**src/common/fpMul_cfg.svh**
```systemverilog
// Format constants for the fp16 multiplier.
// Only the IEEE half-precision layout is supported. Changing these
// values alone does not retarget the datapath to another format.
`ifndef FPMUL_CFG_SVH
`define FPMUL_CFG_SVH

// Biased exponent field width.
`define FP_EXP_WIDTH 5

// Stored fraction width, hidden bit excluded.
`define FP_FRAC_WIDTH 10

// Exponent bias.
`define FP_BIAS 15

// Radix-4 steps for an 11-bit mantissa, (11 + 1) / 2.
`define MUL_ITERS 6

`endif

```
**src/common/fpMulPkg.sv**
```systemverilog
// Shared types for the fp16 multiplier.
// Widths come from fpMul_cfg.svh, which must be on the include path.
// The exponent sum type is signed and wider than the field so that
// underflow below zero and overflow past 31 stay visible.
`default_nettype none

`include "fpMul_cfg.svh"

package fpMulPkg;

  // One packed fp16 value: sign, exponent, fraction.
  typedef logic [`FP_EXP_WIDTH + `FP_FRAC_WIDTH:0] fpWord_t;

  // Biased exponent field.
  typedef logic [`FP_EXP_WIDTH - 1:0] expField_t;

  // Mantissa with the hidden bit in the top position.
  typedef logic [`FP_FRAC_WIDTH:0] mant_t;

  // Unsigned product of two mantissas.
  typedef logic [2 * `FP_FRAC_WIDTH + 1:0] product_t;

  // Exponent sum after removing one bias.
  typedef logic signed [`FP_EXP_WIDTH + 2:0] expSum_t;

  // Controller states.
  typedef enum logic [1:0] {
    IDLE,
    COMPUTE,
    ROUND
  } mulState_t;

endpackage

`default_nettype wire

```
**src/rtl/fpMulControl.sv**
```systemverilog
// Sequencer for the fp16 multiplier.
// start is a level sampled only in IDLE; a start seen in any other
// state is dropped. done is a single-cycle pulse one cycle after the
// ROUND state. The iteration count lives in the mantissa multiplier.
`timescale 1ns/10ps
`default_nettype none

module fpMulControl (
  input  logic clock,
  input  logic reset,
  input  logic start,
  input  logic iterDone,
  output logic load,
  output logic iterEn,
  output logic roundEn,
  output logic done
);

  fpMulPkg::mulState_t state;
  fpMulPkg::mulState_t nextState;

  always_ff @(posedge clock, posedge reset) begin
    if (reset) begin
      state <= fpMulPkg::IDLE;
    end else begin
      state <= nextState;
    end
  end

  // Result register is written at the same edge, so done lines up with it.
  always_ff @(posedge clock, posedge reset) begin
    if (reset) begin
      done <= 1'b0;
    end else begin
      done <= roundEn;
    end
  end

  always_comb begin
    nextState = state;
    load = 1'b0;
    iterEn = 1'b0;
    roundEn = 1'b0;
    case (state)
      fpMulPkg::IDLE: begin
        load = start;
        if (start) begin
          nextState = fpMulPkg::COMPUTE;
        end
      end
      fpMulPkg::COMPUTE: begin
        iterEn = 1'b1;
        // iterDone is already high during the final step.
        if (iterDone) begin
          nextState = fpMulPkg::ROUND;
        end
      end
      fpMulPkg::ROUND: begin
        roundEn = 1'b1;
        nextState = fpMulPkg::IDLE;
      end
      default: begin
        nextState = fpMulPkg::IDLE;
      end
    endcase
  end

endmodule

`default_nettype wire

```
**src/rtl/fpMulUnpack.sv**
```systemverilog
// Operand register and classifier.
// Subnormal inputs read as zero. While load is high the outputs follow
// the input operands directly, so the multiplier can capture mantB at
// the start edge. Otherwise they come from the held operands.
`timescale 1ns/10ps
`default_nettype none

`include "fpMul_cfg.svh"

module fpMulUnpack (
  input  logic              clock,
  input  logic              reset,
  input  logic              load,
  input  fpMulPkg::fpWord_t opA,
  input  fpMulPkg::fpWord_t opB,
  output fpMulPkg::mant_t   mantA,
  output fpMulPkg::mant_t   mantB,
  output fpMulPkg::expSum_t expSum,
  output logic              resultSign,
  output logic              anyNan,
  output logic              anyInf,
  output logic              anyZero
);

  localparam int FracW = `FP_FRAC_WIDTH;
  localparam int ExpW = `FP_EXP_WIDTH;

  fpMulPkg::fpWord_t opAReg;
  fpMulPkg::fpWord_t opBReg;
  fpMulPkg::fpWord_t srcA;
  fpMulPkg::fpWord_t srcB;
  fpMulPkg::expField_t expA;
  fpMulPkg::expField_t expB;
  logic zeroA;
  logic zeroB;
  logic specA;
  logic specB;

  always_ff @(posedge clock, posedge reset) begin
    if (reset) begin
      opAReg <= '0;
      opBReg <= '0;
    end else if (load) begin
      opAReg <= opA;
      opBReg <= opB;
    end
  end

  assign srcA = load ? opA : opAReg;
  assign srcB = load ? opB : opBReg;

  assign expA = srcA[FracW +: ExpW];
  assign expB = srcB[FracW +: ExpW];

  // Exponent zero covers both true zero and subnormals.
  assign zeroA = (expA == '0);
  assign zeroB = (expB == '0);
  assign specA = (expA == '1);
  assign specB = (expB == '1);

  assign mantA = zeroA ? '0 : {1'b1, srcA[FracW - 1:0]};
  assign mantB = zeroB ? '0 : {1'b1, srcB[FracW - 1:0]};

  assign expSum = fpMulPkg::expSum_t'(expA) + fpMulPkg::expSum_t'(expB)
                - fpMulPkg::expSum_t'(`FP_BIAS);

  assign resultSign = srcA[ExpW + FracW] ^ srcB[ExpW + FracW];
  assign anyZero = zeroA | zeroB;
  assign anyInf = (specA && srcA[FracW - 1:0] == '0) || (specB && srcB[FracW - 1:0] == '0);
  assign anyNan = (specA && srcA[FracW - 1:0] != '0) || (specB && srcB[FracW - 1:0] != '0);

endmodule

`default_nettype wire

```
**src/radix4/radix4Mantissa.sv**
```systemverilog
// Radix-4 Booth multiplier for two 11-bit unsigned mantissas.
// load captures mantB and clears the accumulator; mantA must stay
// stable for the whole iteration phase. Six iterEn cycles finish the
// product. iterDone rises during the last step and stays high until
// the next load.
`timescale 1ns/10ps
`default_nettype none

`include "fpMul_cfg.svh"

module radix4Mantissa (
  input  logic               clock,
  input  logic               reset,
  input  logic               load,
  input  logic               iterEn,
  input  fpMulPkg::mant_t    mantA,
  input  fpMulPkg::mant_t    mantB,
  output fpMulPkg::product_t product,
  output logic               iterDone
);

  localparam int MantW = `FP_FRAC_WIDTH + 1;
  localparam int AccW = 2 * MantW + 2;
  localparam int CountW = $clog2(`MUL_ITERS + 1);

  // One zero below the LSB, two zeros above the MSB.
  logic [MantW + 2:0] multShift;
  logic [CountW - 1:0] iterCount;
  logic [CountW:0] shiftAmt;
  logic [2:0] boothBits;
  logic signed [AccW - 1:0] multiplicand;
  logic signed [AccW - 1:0] partial;
  logic signed [AccW - 1:0] acc;

  always_ff @(posedge clock, posedge reset) begin
    if (reset) begin
      iterCount <= '0;
    end else if (load) begin
      iterCount <= '0;
    end else if (iterEn && iterCount != CountW'(`MUL_ITERS)) begin
      iterCount <= iterCount + 1'b1;
    end
  end

  always_ff @(posedge clock) begin
    if (load) begin
      multShift <= {2'b00, mantB, 1'b0};
      acc <= '0;
    end else if (iterEn) begin
      multShift <= multShift >> 2;
      acc <= acc + (partial <<< shiftAmt);
    end
  end

  assign boothBits = multShift[2:0];
  assign shiftAmt = {iterCount, 1'b0};
  assign multiplicand = $signed({{(AccW - MantW){1'b0}}, mantA});

  // Booth recoding of the current three-bit window.
  always_comb begin
    case (boothBits)
      3'b001, 3'b010: partial = multiplicand;
      3'b011:         partial = multiplicand <<< 1;
      3'b100:         partial = -(multiplicand <<< 1);
      3'b101, 3'b110: partial = -multiplicand;
      default:        partial = '0;
    endcase
  end

  // The top window always has a zero MSB, so the final sum is non-negative.
  assign product = acc[2 * MantW - 1:0];
  assign iterDone = (iterCount >= CountW'(`MUL_ITERS - 1));

endmodule

`default_nettype wire

```
**src/rtl/fpMulRound.sv**
```systemverilog
// Normalize, round and pack the product.
// Round to nearest even only. Results below the normal range flush to
// signed zero, no subnormal outputs. Any NaN returns the canonical
// quiet NaN with a clear sign bit. The output register loads on roundEn.
`timescale 1ns/10ps
`default_nettype none

`include "fpMul_cfg.svh"

module fpMulRound (
  input  logic               clock,
  input  logic               reset,
  input  logic               roundEn,
  input  fpMulPkg::product_t product,
  input  fpMulPkg::expSum_t  expSum,
  input  logic               resultSign,
  input  logic               anyNan,
  input  logic               anyInf,
  input  logic               anyZero,
  output fpMulPkg::fpWord_t  result
);

  localparam int FracW = `FP_FRAC_WIDTH;
  localparam int ExpW = `FP_EXP_WIDTH;
  localparam fpMulPkg::expSum_t ExpAllOnes = fpMulPkg::expSum_t'((1 << ExpW) - 1);

  fpMulPkg::product_t aligned;
  logic normHigh;
  logic [FracW - 1:0] frac;
  logic guardBit;
  logic stickyBit;
  logic roundUp;
  logic [FracW + 1:0] mantRounded;
  logic mantCarry;
  fpMulPkg::expSum_t expFinal;
  fpMulPkg::fpWord_t packedWord;
  fpMulPkg::fpWord_t infWord;
  fpMulPkg::fpWord_t zeroWord;
  fpMulPkg::fpWord_t nanWord;

  // Product lies in [1, 4). Bring the leading one to the top bit.
  assign normHigh = product[2 * FracW + 1];
  assign aligned = normHigh ? product : product << 1;

  assign frac = aligned[2 * FracW:FracW + 1];
  assign guardBit = aligned[FracW];
  assign stickyBit = |aligned[FracW - 1:0];

  // Ties go to the even fraction.
  assign roundUp = guardBit & (stickyBit | frac[0]);
  assign mantRounded = {2'b01, frac} + (FracW + 2)'(roundUp);
  assign mantCarry = mantRounded[FracW + 1];

  // On a carry the low bits are all zero, so the fraction field is right as is.
  assign expFinal = expSum + fpMulPkg::expSum_t'(normHigh)
                  + fpMulPkg::expSum_t'(mantCarry);

  assign infWord = {resultSign, {ExpW{1'b1}}, {FracW{1'b0}}};
  assign zeroWord = {resultSign, {(ExpW + FracW){1'b0}}};
  assign nanWord = {1'b0, {ExpW{1'b1}}, 1'b1, {(FracW - 1){1'b0}}};

  always_comb begin
    if (anyNan || (anyInf && anyZero)) begin
      packedWord = nanWord;
    end else if (anyInf) begin
      packedWord = infWord;
    end else if (anyZero) begin
      packedWord = zeroWord;
    end else if (expFinal >= ExpAllOnes) begin
      packedWord = infWord;
    end else if (expFinal <= fpMulPkg::expSum_t'(0)) begin
      packedWord = zeroWord;
    end else begin
      packedWord = {resultSign, expFinal[ExpW - 1:0], mantRounded[FracW - 1:0]};
    end
  end

  always_ff @(posedge clock, posedge reset) begin
    if (reset) begin
      result <= '0;
    end else if (roundEn) begin
      result <= packedWord;
    end
  end

endmodule

`default_nettype wire

```
**src/rtl/fpMulTop.sv**
```systemverilog
// Sequential fp16 multiplier.
// A start level sampled in idle begins one operation. done pulses for
// one cycle seven cycles after the start edge, and result holds until
// the next operation completes. There is no back-pressure.
`timescale 1ns/10ps
`default_nettype none

module fpMulTop (
  input  logic              clock,
  input  logic              reset,
  input  logic              start,
  input  fpMulPkg::fpWord_t opA,
  input  fpMulPkg::fpWord_t opB,
  output fpMulPkg::fpWord_t result,
  output logic              done
);

  logic load;
  logic iterEn;
  logic roundEn;
  logic iterDone;
  fpMulPkg::mant_t mantA;
  fpMulPkg::mant_t mantB;
  fpMulPkg::expSum_t expSum;
  fpMulPkg::product_t product;
  logic resultSign;
  logic anyNan;
  logic anyInf;
  logic anyZero;

  fpMulControl fpMulControl_i (
    .clock   (clock),
    .reset   (reset),
    .start   (start),
    .iterDone(iterDone),
    .load    (load),
    .iterEn  (iterEn),
    .roundEn (roundEn),
    .done    (done)
  );

  fpMulUnpack fpMulUnpack_i (
    .clock     (clock),
    .reset     (reset),
    .load      (load),
    .opA       (opA),
    .opB       (opB),
    .mantA     (mantA),
    .mantB     (mantB),
    .expSum    (expSum),
    .resultSign(resultSign),
    .anyNan    (anyNan),
    .anyInf    (anyInf),
    .anyZero   (anyZero)
  );

  radix4Mantissa radix4Mantissa_i (
    .clock   (clock),
    .reset   (reset),
    .load    (load),
    .iterEn  (iterEn),
    .mantA   (mantA),
    .mantB   (mantB),
    .product (product),
    .iterDone(iterDone)
  );

  fpMulRound fpMulRound_i (
    .clock     (clock),
    .reset     (reset),
    .roundEn   (roundEn),
    .product   (product),
    .expSum    (expSum),
    .resultSign(resultSign),
    .anyNan    (anyNan),
    .anyInf    (anyInf),
    .anyZero   (anyZero),
    .result    (result)
  );

endmodule

`default_nettype wire

```
**config.mk**
```make
export PLATFORM = sky130hd
export DESIGN_NAME = fpMulTop
export DESIGN_NICKNAME = d
export VERILOG_FILES = /design/src/common/fpMulPkg.sv /design/src/rtl/fpMulControl.sv /design/src/rtl/fpMulUnpack.sv /design/src/radix4/radix4Mantissa.sv /design/src/rtl/fpMulRound.sv /design/src/rtl/fpMulTop.sv
export VERILOG_INCLUDE_DIRS = /design/src /design/src/common
export SDC_FILE = /design/constraint.sdc
export NUM_CORES = 1
export LEC_CHECK = 0
export BUFFER_PORTS_ARGS = -buffer_cell sky130_fd_sc_hd__buf_4
export CORE_MARGIN = 5
export CORE_UTILIZATION = 40
export CTS_CLUSTER_DIAMETER = 120
export DETAILED_ROUTE_END_ITERATION = 12
export MAX_ROUTING_LAYER = met4
export PLACE_DENSITY = 0.54
export SETUP_SLACK_MARGIN = 0.05
export SLEW_MARGIN = 20
export SYNTH_ARGS = -nofsm -noshare
export SYNTH_HDL_FRONTEND = slang
export SYNTH_SLANG_ARGS = --single-unit
```
**constraint.sdc**
```tcl
create_clock -name clock -period 13.5 [get_ports clock]
set_input_delay 1.35 -clock clock [delete_from_list [all_inputs] [get_ports clock]]
set_output_delay 1.35 -clock clock [all_outputs]
set_load 0.03 [all_outputs]
```
==> results of run 1 <==
stage by stage:
stage                     hold slack (ns)  utilization  std cells  setup slack, ns
after global placement             0.4615       0.4339       1058            6.753
after detailed placement           0.4620       0.4339       1058            6.648
after floorplan                    0.4417            -        819            7.175
final                              0.4804       0.4531       1074            6.942
after global routing               0.5101       0.4531       1074            6.572
after CTS                          0.4802       0.4531       1074            6.979
path summary, 6_finish.rpt:
path	end	depth (start not counted)	slack [ns]
max in group asynchronous	fpMulUnpack_i.opBReg[4]$_DFF_PP0_	3	11.84
min in group asynchronous	fpMulUnpack_i.opBReg[12]$_DFF_PP0_	3	1.20
max	radix4Mantissa_i.acc[21]$_SDFFE_PN0P_	23	6.94
max reg2reg	radix4Mantissa_i.acc[21]$_SDFFE_PN0P_	22	7.53
min reg2reg	fpMulUnpack_i.opBReg[8]$_DFF_PP0_	2	0.48
min	fpMulUnpack_i.opBReg[8]$_DFF_PP0_	2	0.48
cells by family (layout without fill, tap and decap cells):
| kind of cell | count (synthesis) | count (layout) | share of synthesized area |
|---|---|---|---|
| multiplexers | 52 | 52 | 0.08459 |
| buffers and inverters | 83 | 113 | 0.05130 |
| XOR/XNOR | 34 | 34 | 0.04330 |
| flip-flops | 88 | 88 | 0.3114 |
| adder cells (fa/ha/maj) | 40 | 40 | 0.07604 |
| AND/OR/NAND/NOR | 304 | 304 | 0.2199 |
| AO/OA/AOI/OAI | 218 | 218 | 0.2134 |
final cells by class:
class | instances | area, µm² | area share
Clock buffer | 9 | 225.2 | 0.02915
Clock inverter | 7 | 101.3 | 0.01312
Inverter | 37 | 138.9 | 0.01797
Multi-Input combinational cell | 648 | 4388 | 0.5678
Sequential cell | 88 | 2142 | 0.2772
Tap cell | 225 | 281.5 | 0.03643
Timing Repair Buffer | 60 | 450.4 | 0.05829
per-layer routing:
layer  wire [µm]  vias to the layer above  GRT usage
met2        8987                      146     0.3183
met1        9230                     2973     0.2712
met5           0                        -          -
met3         878                       16    0.03189
met4         180                        0    0.04131
li1            -                     3069          -
flip-flops by register name, summed over array words and instances (netlist names):
signal and cells:
fpMulUnpack_i.opAReg 16, radix4Mantissa_i.multShift 12, fpMulRound_i.result 16, fpMulUnpack_i.opBReg 16, radix4Mantissa_i.iterCount 3, fpMulControl_i.state 2, radix4Mantissa_i.acc 22, fpMulControl_i.done 1
worst max-delay path: stages:
cell and delay [ns]:
buf_4 0.11, nor4_1 0.47, nor3b_4 0.37, nor2_1 0.12, and2_1 0.21, inv_1 0.06, ha_1 0.36, inv_1 0.17
mux4_2 0.31, a21oi_1 0.21, a222oi_1 0.19, mux4_1 0.59, a22oi_1 0.26, ha_1 0.32, and3_1 0.24, o2111a_1 0.16
o211ai_1 0.08, nand3_1 0.14, o41ai_1 0.35, o21a_1 0.28, nor4_1 0.08, a311oi_1 0.26, nand3_1 0.10
Yosys cell counts (all sizes together) (9+ instances only):
cell / count / area share
nand2: 108 / 0.059
dfrtp: 54 / 0.20
nor2: 51 / 0.028
a21oi: 45 / 0.033
o21ai: 45 / 0.033
ha: 37 / 0.067
inv: 36 / 0.020
clkbuf: 31 / 0.017
mux2i: 30 / 0.044
nand3: 30 / 0.022
dfxtp: 23 / 0.067
mux2: 20 / 0.034
nor3: 20 / 0.015
xnor2: 19 / 0.024
a21o: 16 / 0.017
a22o: 16 / 0.020
buf: 15 / 0.014
xor2: 15 / 0.019
a211oi: 14 / 0.016
nor4: 14 / 0.013
a31oi: 13 / 0.012
nor3b: 12 / 0.015
edfxtp: 11 / 0.048
nor2b: 10 / 0.0091
and2: 9 / 0.0082
o211ai: 9 / 0.0098
cells in the final DEF, fill, tap and decap left out, types with 4 or more instances in the layout:
master | synthesis | routed
a211oi_1 | 13 | 13
a21o_1 | 16 | 16
a21oi_1 | 45 | 45
a22o_1 | 16 | 16
a22oi_1 | 4 | 4
a31oi_1 | 13 | 13
a32o_1 | 4 | 4
and2_1 | 8 | 8
and3_1 | 7 | 7
and4_1 | 4 | 4
buf_4 | 3 | 60
clkbuf_16 | 0 | 9
dfrtp_1 | 54 | 54
dfxtp_1 | 23 | 23
edfxtp_1 | 11 | 11
ha_1 | 37 | 37
inv_1 | 35 | 34
mux2_2 | 18 | 18
mux2i_1 | 30 | 30
nand2_1 | 108 | 108
nand2b_1 | 5 | 5
nand3_1 | 30 | 30
nand4_1 | 7 | 7
nor2_1 | 50 | 50
nor2b_1 | 10 | 10
nor3_1 | 20 | 20
nor3b_1 | 11 | 10
nor4_1 | 14 | 14
nor4b_1 | 5 | 5
o211ai_1 | 9 | 9
o21a_1 | 6 | 6
o21ai_0 | 45 | 45
o22ai_1 | 7 | 7
o31a_1 | 4 | 4
o31ai_1 | 5 | 5
or2_2 | 6 | 6
or3_1 | 6 | 6
xnor2_1 | 19 | 19
xor2_1 | 15 | 15
==> summary.txt, run 1 <==
Placed design
  • GPL Wtd Cong: about 0.94
  • Post-DP HPWL: around 14 mm
  • Port bufs: 51
  • Placed cell areas: 7401 µm²

CTS
  • CTS Sinks: between 80 and 90
  • Clock tree buffer depth: 2
  • Post-CTS setup buffer count: 0
  • CTS root buffer: clkbuf_16
  • CTS tree: done
  • Worst-Skew Late Latency: about 0.35 ns
  • H-tree lvl count: 3
  • Clock transition at the registers of the reported paths: around 0.070 ns
  • PostCTS Resize Cnt: 0
  • CTS buffer count: 9
  • CTS Hold Bufs: 0

Floorplanning
  • Cell Rows: 48
  • Die width: around 140 µm
  • Die height: about 140 µm
  • Initial Utilization: 0.4032
  • Die area: between 15000 and 20000 µm²
  • IO Count: between 50 and 60
  • Core ar.: 17060 µm²

Setup path
  • R2r startpoint: fpMulUnpack_i.opAReg[11]$_DFF_PP0_
  • CP Class: in2reg
  • Setup crit end kind: flip-flop
  • Type of origin of the critical path: input pin
  • Critical Path AT: between 6 and 7 ns
  • Crit path max fanout: 9
  • CP required: between 10 and 15 ns
  • Crit path from: opA[11]

Drt
  • First drt pass iteration count: 6
  • Final wirelength: 19.28 mm
  • Via count: 6204
  • Post-route DRC: 0
  • Post-DR vias/cell: between 5 and 6
  • DR WL/cell: 17.95 µm
  • Final ANT Viol Nets: 0
  • Initial DRC count: ~510

Final layout
  • Area Growth Syn to Fin: 12.35%
  • Post-route design area: 7727 µm²
  • Filler cells: roughly 1700
  • Diodes inserted: 0
  • Share of layout cells above drive strength 1: 0.1272
  • Layout Nets: roughly 900

STA
  • Setup TNS: 0 ns
  • Final period util: 0.4858
  • Setup violators final: 0
  • Worst slew margin: 0.4388
  • Final Max Slew Viols: 0
  • RSZ-0062 raised after global routing: false
  • Worst-margin pin slew: 0.8205 ns
  • Max Fclk: 152.5 MHz
  • Clk_skew: ~0.014 ns
  • Min Tclk post-route: between 6 and 7 ns
  • Fin. Hold Viols: 0

Outcome
  • Outcome: finished clean

Synthesis
  • Mapped Nets: about 900
  • EDFF count, synth: 11
  • Register area share after synthesis: 0.3114
  • Cell Area, Synth: 6878 µm²
  • Synth warnings: 0
  • Flops & latches, synth: roughly 90
  • Async set-or-reset flop fraction in the synthesized netlist: 0.6136
  • Cell count after synthesis: 819
  • Syn Area/Cell: between 8 and 9 µm²
  • Post-synth top flop: dfrtp_1
  • Number of distinct library cells after synthesis: 79

GRT
  • Grt ovf: 0
  • Global-route wire length before repair: approximately 32 mm
  • Vias in the first global route: 6052
  • GRT Util Overall: 0.2001
  • Initial antenna violation count: 0
  • Largest net degree at the start of global routing: 55

Hold path
  • Worst Hold Launch: fpMulUnpack_i.opBReg[8]$_DFF_PP0_
  • HP Class: reg2reg

Job
  • Max Cap Viol: 0
Power of run 1 is left out: the tool's default activity adds up to more than one toggle a clock period on the data nets, which glitch-free logic cannot reach.
==> inputs of run 2 (changes only) <==
--- a/config.mk
+++ b/config.mk
@@ -12,7 +12,7 @@
 export CTS_CLUSTER_DIAMETER = 120
 export DETAILED_ROUTE_END_ITERATION = 12
 export MAX_ROUTING_LAYER = met4
-export PLACE_DENSITY = 0.54
+export PLACE_DENSITY = 0.56
 export SETUP_SLACK_MARGIN = 0.05
 export SLEW_MARGIN = 20
 export SYNTH_ARGS = -nofsm -noshare
==> constraint.sdc (replaced) <==
create_clock -name clock -period 5.8 [get_ports clock]
set_input_delay 0.58 -clock clock [delete_from_list [all_inputs] [get_ports clock]]
set_output_delay 0.58 -clock clock [all_outputs]
set_load 0.03 [all_outputs]
==> run 2 against run 1 <==
Core utilization up 0.62 points. Final area grew 1.4%. Non-clock buffer count increased by 11. Critical path depth unchanged. Global-route usage is 0.44 points higher. Die area unchanged. Sequential share of layout area is 0.34 points lower. Clock skew shrank 0.0029 ns. Cell count grew 1.0%. Count of clock-buffer cells in the layout is the same. First-iteration DRC count increased by 0.20%. Via count rose by 1.7%. Critical path type is now reg2reg.
==> summary.txt, run 2 (synthesized netlist as in run 1, its figures left out) <==
Floorplanning
  • Initial Utilization: 0.4032 (unchanged)
  • Core ar.: 17060 µm² (unchanged)
  • IO Count: 52 (unchanged)
  • Die height: 141.1 µm (unchanged)
  • Die width: 141.1 µm (unchanged)
  • Die area: 19920 µm² (unchanged)
  • Cell Rows: 48 (unchanged)

CTS
  • H-tree lvl count: 3 (unchanged)
  • CTS buffer count: 9 (unchanged)
  • CTS Sinks: 88 (unchanged)
  • CTS Hold Bufs: 0 (unchanged)
  • Clock tree buffer depth: 2 (unchanged)
  • Worst-Skew Late Latency: 0.36 ns (about the same)
  • Clock transition at the registers of the reported paths: 0.07 ns (about the same)
  • CTS root buffer: clkbuf_16
  • CTS tree: done

Setup path
  • Sequence of cells on the critical path: or3b_4 > nor3b_4 > nor2_1 > and2_1 > inv_1 > ha_1 > inv_1 > mux4_2 > a21oi_1 > a222oi_1 > mux2i_1 > mux2_4 > o21a_1 > ha_1 > and2_1 > o2111a_1 > o211ai_1 > nand3_2 > o41ai_2 > o21a_2 > nor4_1 > a311oi_1 > nand3_1
  • Stages on worst setup path: 23 (unchanged)
  • Critical Path AT: 5.51 ns (-1.28 ns)
  • Crit path to: radix4Mantissa_i.acc[21]$_SDFFE_PN0P_
  • Crit path max fanout: 6 (-3)
  • CP required: 6.04 ns (-7.69 ns)
  • Worst r2r path cells: 23 (+4.5%)
  • Crit path from: fpMulControl_i.state[1]$_DFFE_PP0P_
  • Bufs and invs on worst path: 2 (-1)
  • Type of origin of the critical path: flip-flop
  • Setup crit end kind: flip-flop
  • RR Endpoint: radix4Mantissa_i.acc[21]$_SDFFE_PN0P_
  • Worst reg2reg setup slack: 0.53 ns (-7.00 ns)
  • CP Class: reg2reg
  • Crit-path leading delay family: compound AO/OA/AOI/OAI gates
  • R2r startpoint: fpMulControl_i.state[1]$_DFFE_PP0P_
  • CP max stage cell: a222oi_1
  • Slowest stage delay, CP: 0.59 ns (about the same)

Drt
  • DR WL/cell: 18.01 µm (+0.34%)
  • Final ANT Viol Nets: 0 (unchanged)
  • First drt pass iteration count: 4 (-2)
  • Initial DRC count: 513 (+0.20%)
  • Final wirelength: 19.54 mm (+1.4%)
  • Post-route DRC: 0 (unchanged)
  • Post-DR vias/cell: 5.815 (+0.66%)
  • Via count: 6309 (+1.7%)

STA
  • Worst slew margin: 0.3494 (-0.08947)
  • Final Max Slew Viols: 0 (unchanged)
  • Clk_skew: 0.01144 ns (-0.002871 ns)
  • Max Fclk: 189.8 MHz
  • Final period util: 0.9084
  • Fin. Hold Viols: 0 (unchanged)
  • RSZ-0062 raised after global routing: false
  • Setup TNS: 0 ns (unchanged)
  • Setup violators final: 0 (unchanged)
  • Worst-margin pin slew: 0.9724 ns (+0.1518 ns)
  • Min Tclk post-route: 5.269 ns

Final layout
  • Multi-input logic area: 4429 µm² (+0.94%)
  • Max reg flops: 22 (unchanged)
  • Filler cells: 1667 (-3.8%)
  • Share of layout cells above drive strength 1: 0.1500 (+0.02279)
  • Storage cell area: 2145 µm² (+0.12%)
  • Layout Nets: 930 (+1.2%)
  • Area Growth Syn to Fin: 13.90%
  • Most common cell after layout, fill and taps aside: nand2_1
  • Most frequent cells in the layout: nand2_1, buf_4, dfrtp_1, nor2_1
  • Register with the most flip-flops: radix4Mantissa_i.acc
  • Diodes inserted: 0 (unchanged)

GRT
  • Initial antenna violation count: 0 (unchanged)
  • Global-route wire length before repair: 32.05 mm (+1.6%)
  • Largest net degree at the start of global routing: 55 (unchanged)
  • Vias in the first global route: 6032 (-0.33%)
  • Grt ovf: 0 (unchanged)
  • GRT Util Overall: 0.2045 (+0.004406)

Outcome
  • Outcome: finished clean

Job
  • Max Cap Viol: 0 (unchanged)

Placed design
  • Port bufs: 51 (unchanged)
  • Post-DP HPWL: 14.83 mm (+2.6%)
  • GPL Wtd Cong: 0.9471 (+0.31%)

Hold path
  • HP Class: in2async
run 2: cell count changes in the layout (fill, tap and decap cells not counted), moves of 2 or more:
| cell | delta |
|---|---|
| nor3b_1 | -2 |
| buf_4 | +10 |
| dfrtp_1 | -2 |
| dfrtp_2 | +2 |
run 2: area by class of cell:
cell class / count / area share
clock buffers: 9 / 0.02875
multi-input cells: 648 / 0.5654
well taps: 225 / 0.03594
flip-flops and latches: 88 / 0.2738
inverters: 37 / 0.01773
clock inverters: 7 / 0.009903
repair buffers: 71 / 0.06852
run 2: what timing repair did:
item                                    4_1_cts  5_1_grt
gates resized for setup                       0       13
setup buffers                                 0        1
endpoints found under the setup margin        0       16
run 2: worst min-delay path by stage:
stage | to | slack [ns] | cells past startpoint
finish | fpMulUnpack_i.opBReg[1]$_DFF_PP0_ | 0.41 | 3
detailed placement | fpMulUnpack_i.opBReg[5]$_DFF_PP0_ | 0.47 | 2
global placement | fpMulUnpack_i.opBReg[5]$_DFF_PP0_ | 0.46 | 2
floorplan | fpMulUnpack_i.opBReg[8]$_DFF_PP0_ | 0.44 | 2
CTS | fpMulUnpack_i.opBReg[4]$_DFF_PP0_ | 0.42 | 3
global route | fpMulUnpack_i.opBReg[3]$_DFF_PP0_ | 0.44 | 3
run 2: stage by stage:
step	hold WS [ns]	utilization	worst slack, ns	instance area, µm²	std cells
after CTS	0.4221	0.4561	0.2544	7779	1084
after detailed placement	0.4671	0.4383	0.1107	7476	1068
after floorplan	0.4417	-	0.2450	6878	819
final	0.4103	0.4593	0.5311	7834	1085
after global placement	0.4612	0.4383	0.1991	7476	1068
after global routing	0.4368	0.4593	0.04448	7834	1085
run 2: layer usage:
layer,global-route usage,up-vias,routed length [µm]
met5,-,-,0
met4,0.06119,0,305
met3,0.02782,21,779
met2,0.3123,133,8932
met1,0.2834,3080,9523
li1,-,3075,-
run 2: tightest hold or removal path: stages:
cell and delay, ns:
buf_4 0.11, inv_2 0.03, buf_4 0.56
Power of run 2 is left out for the same reason.
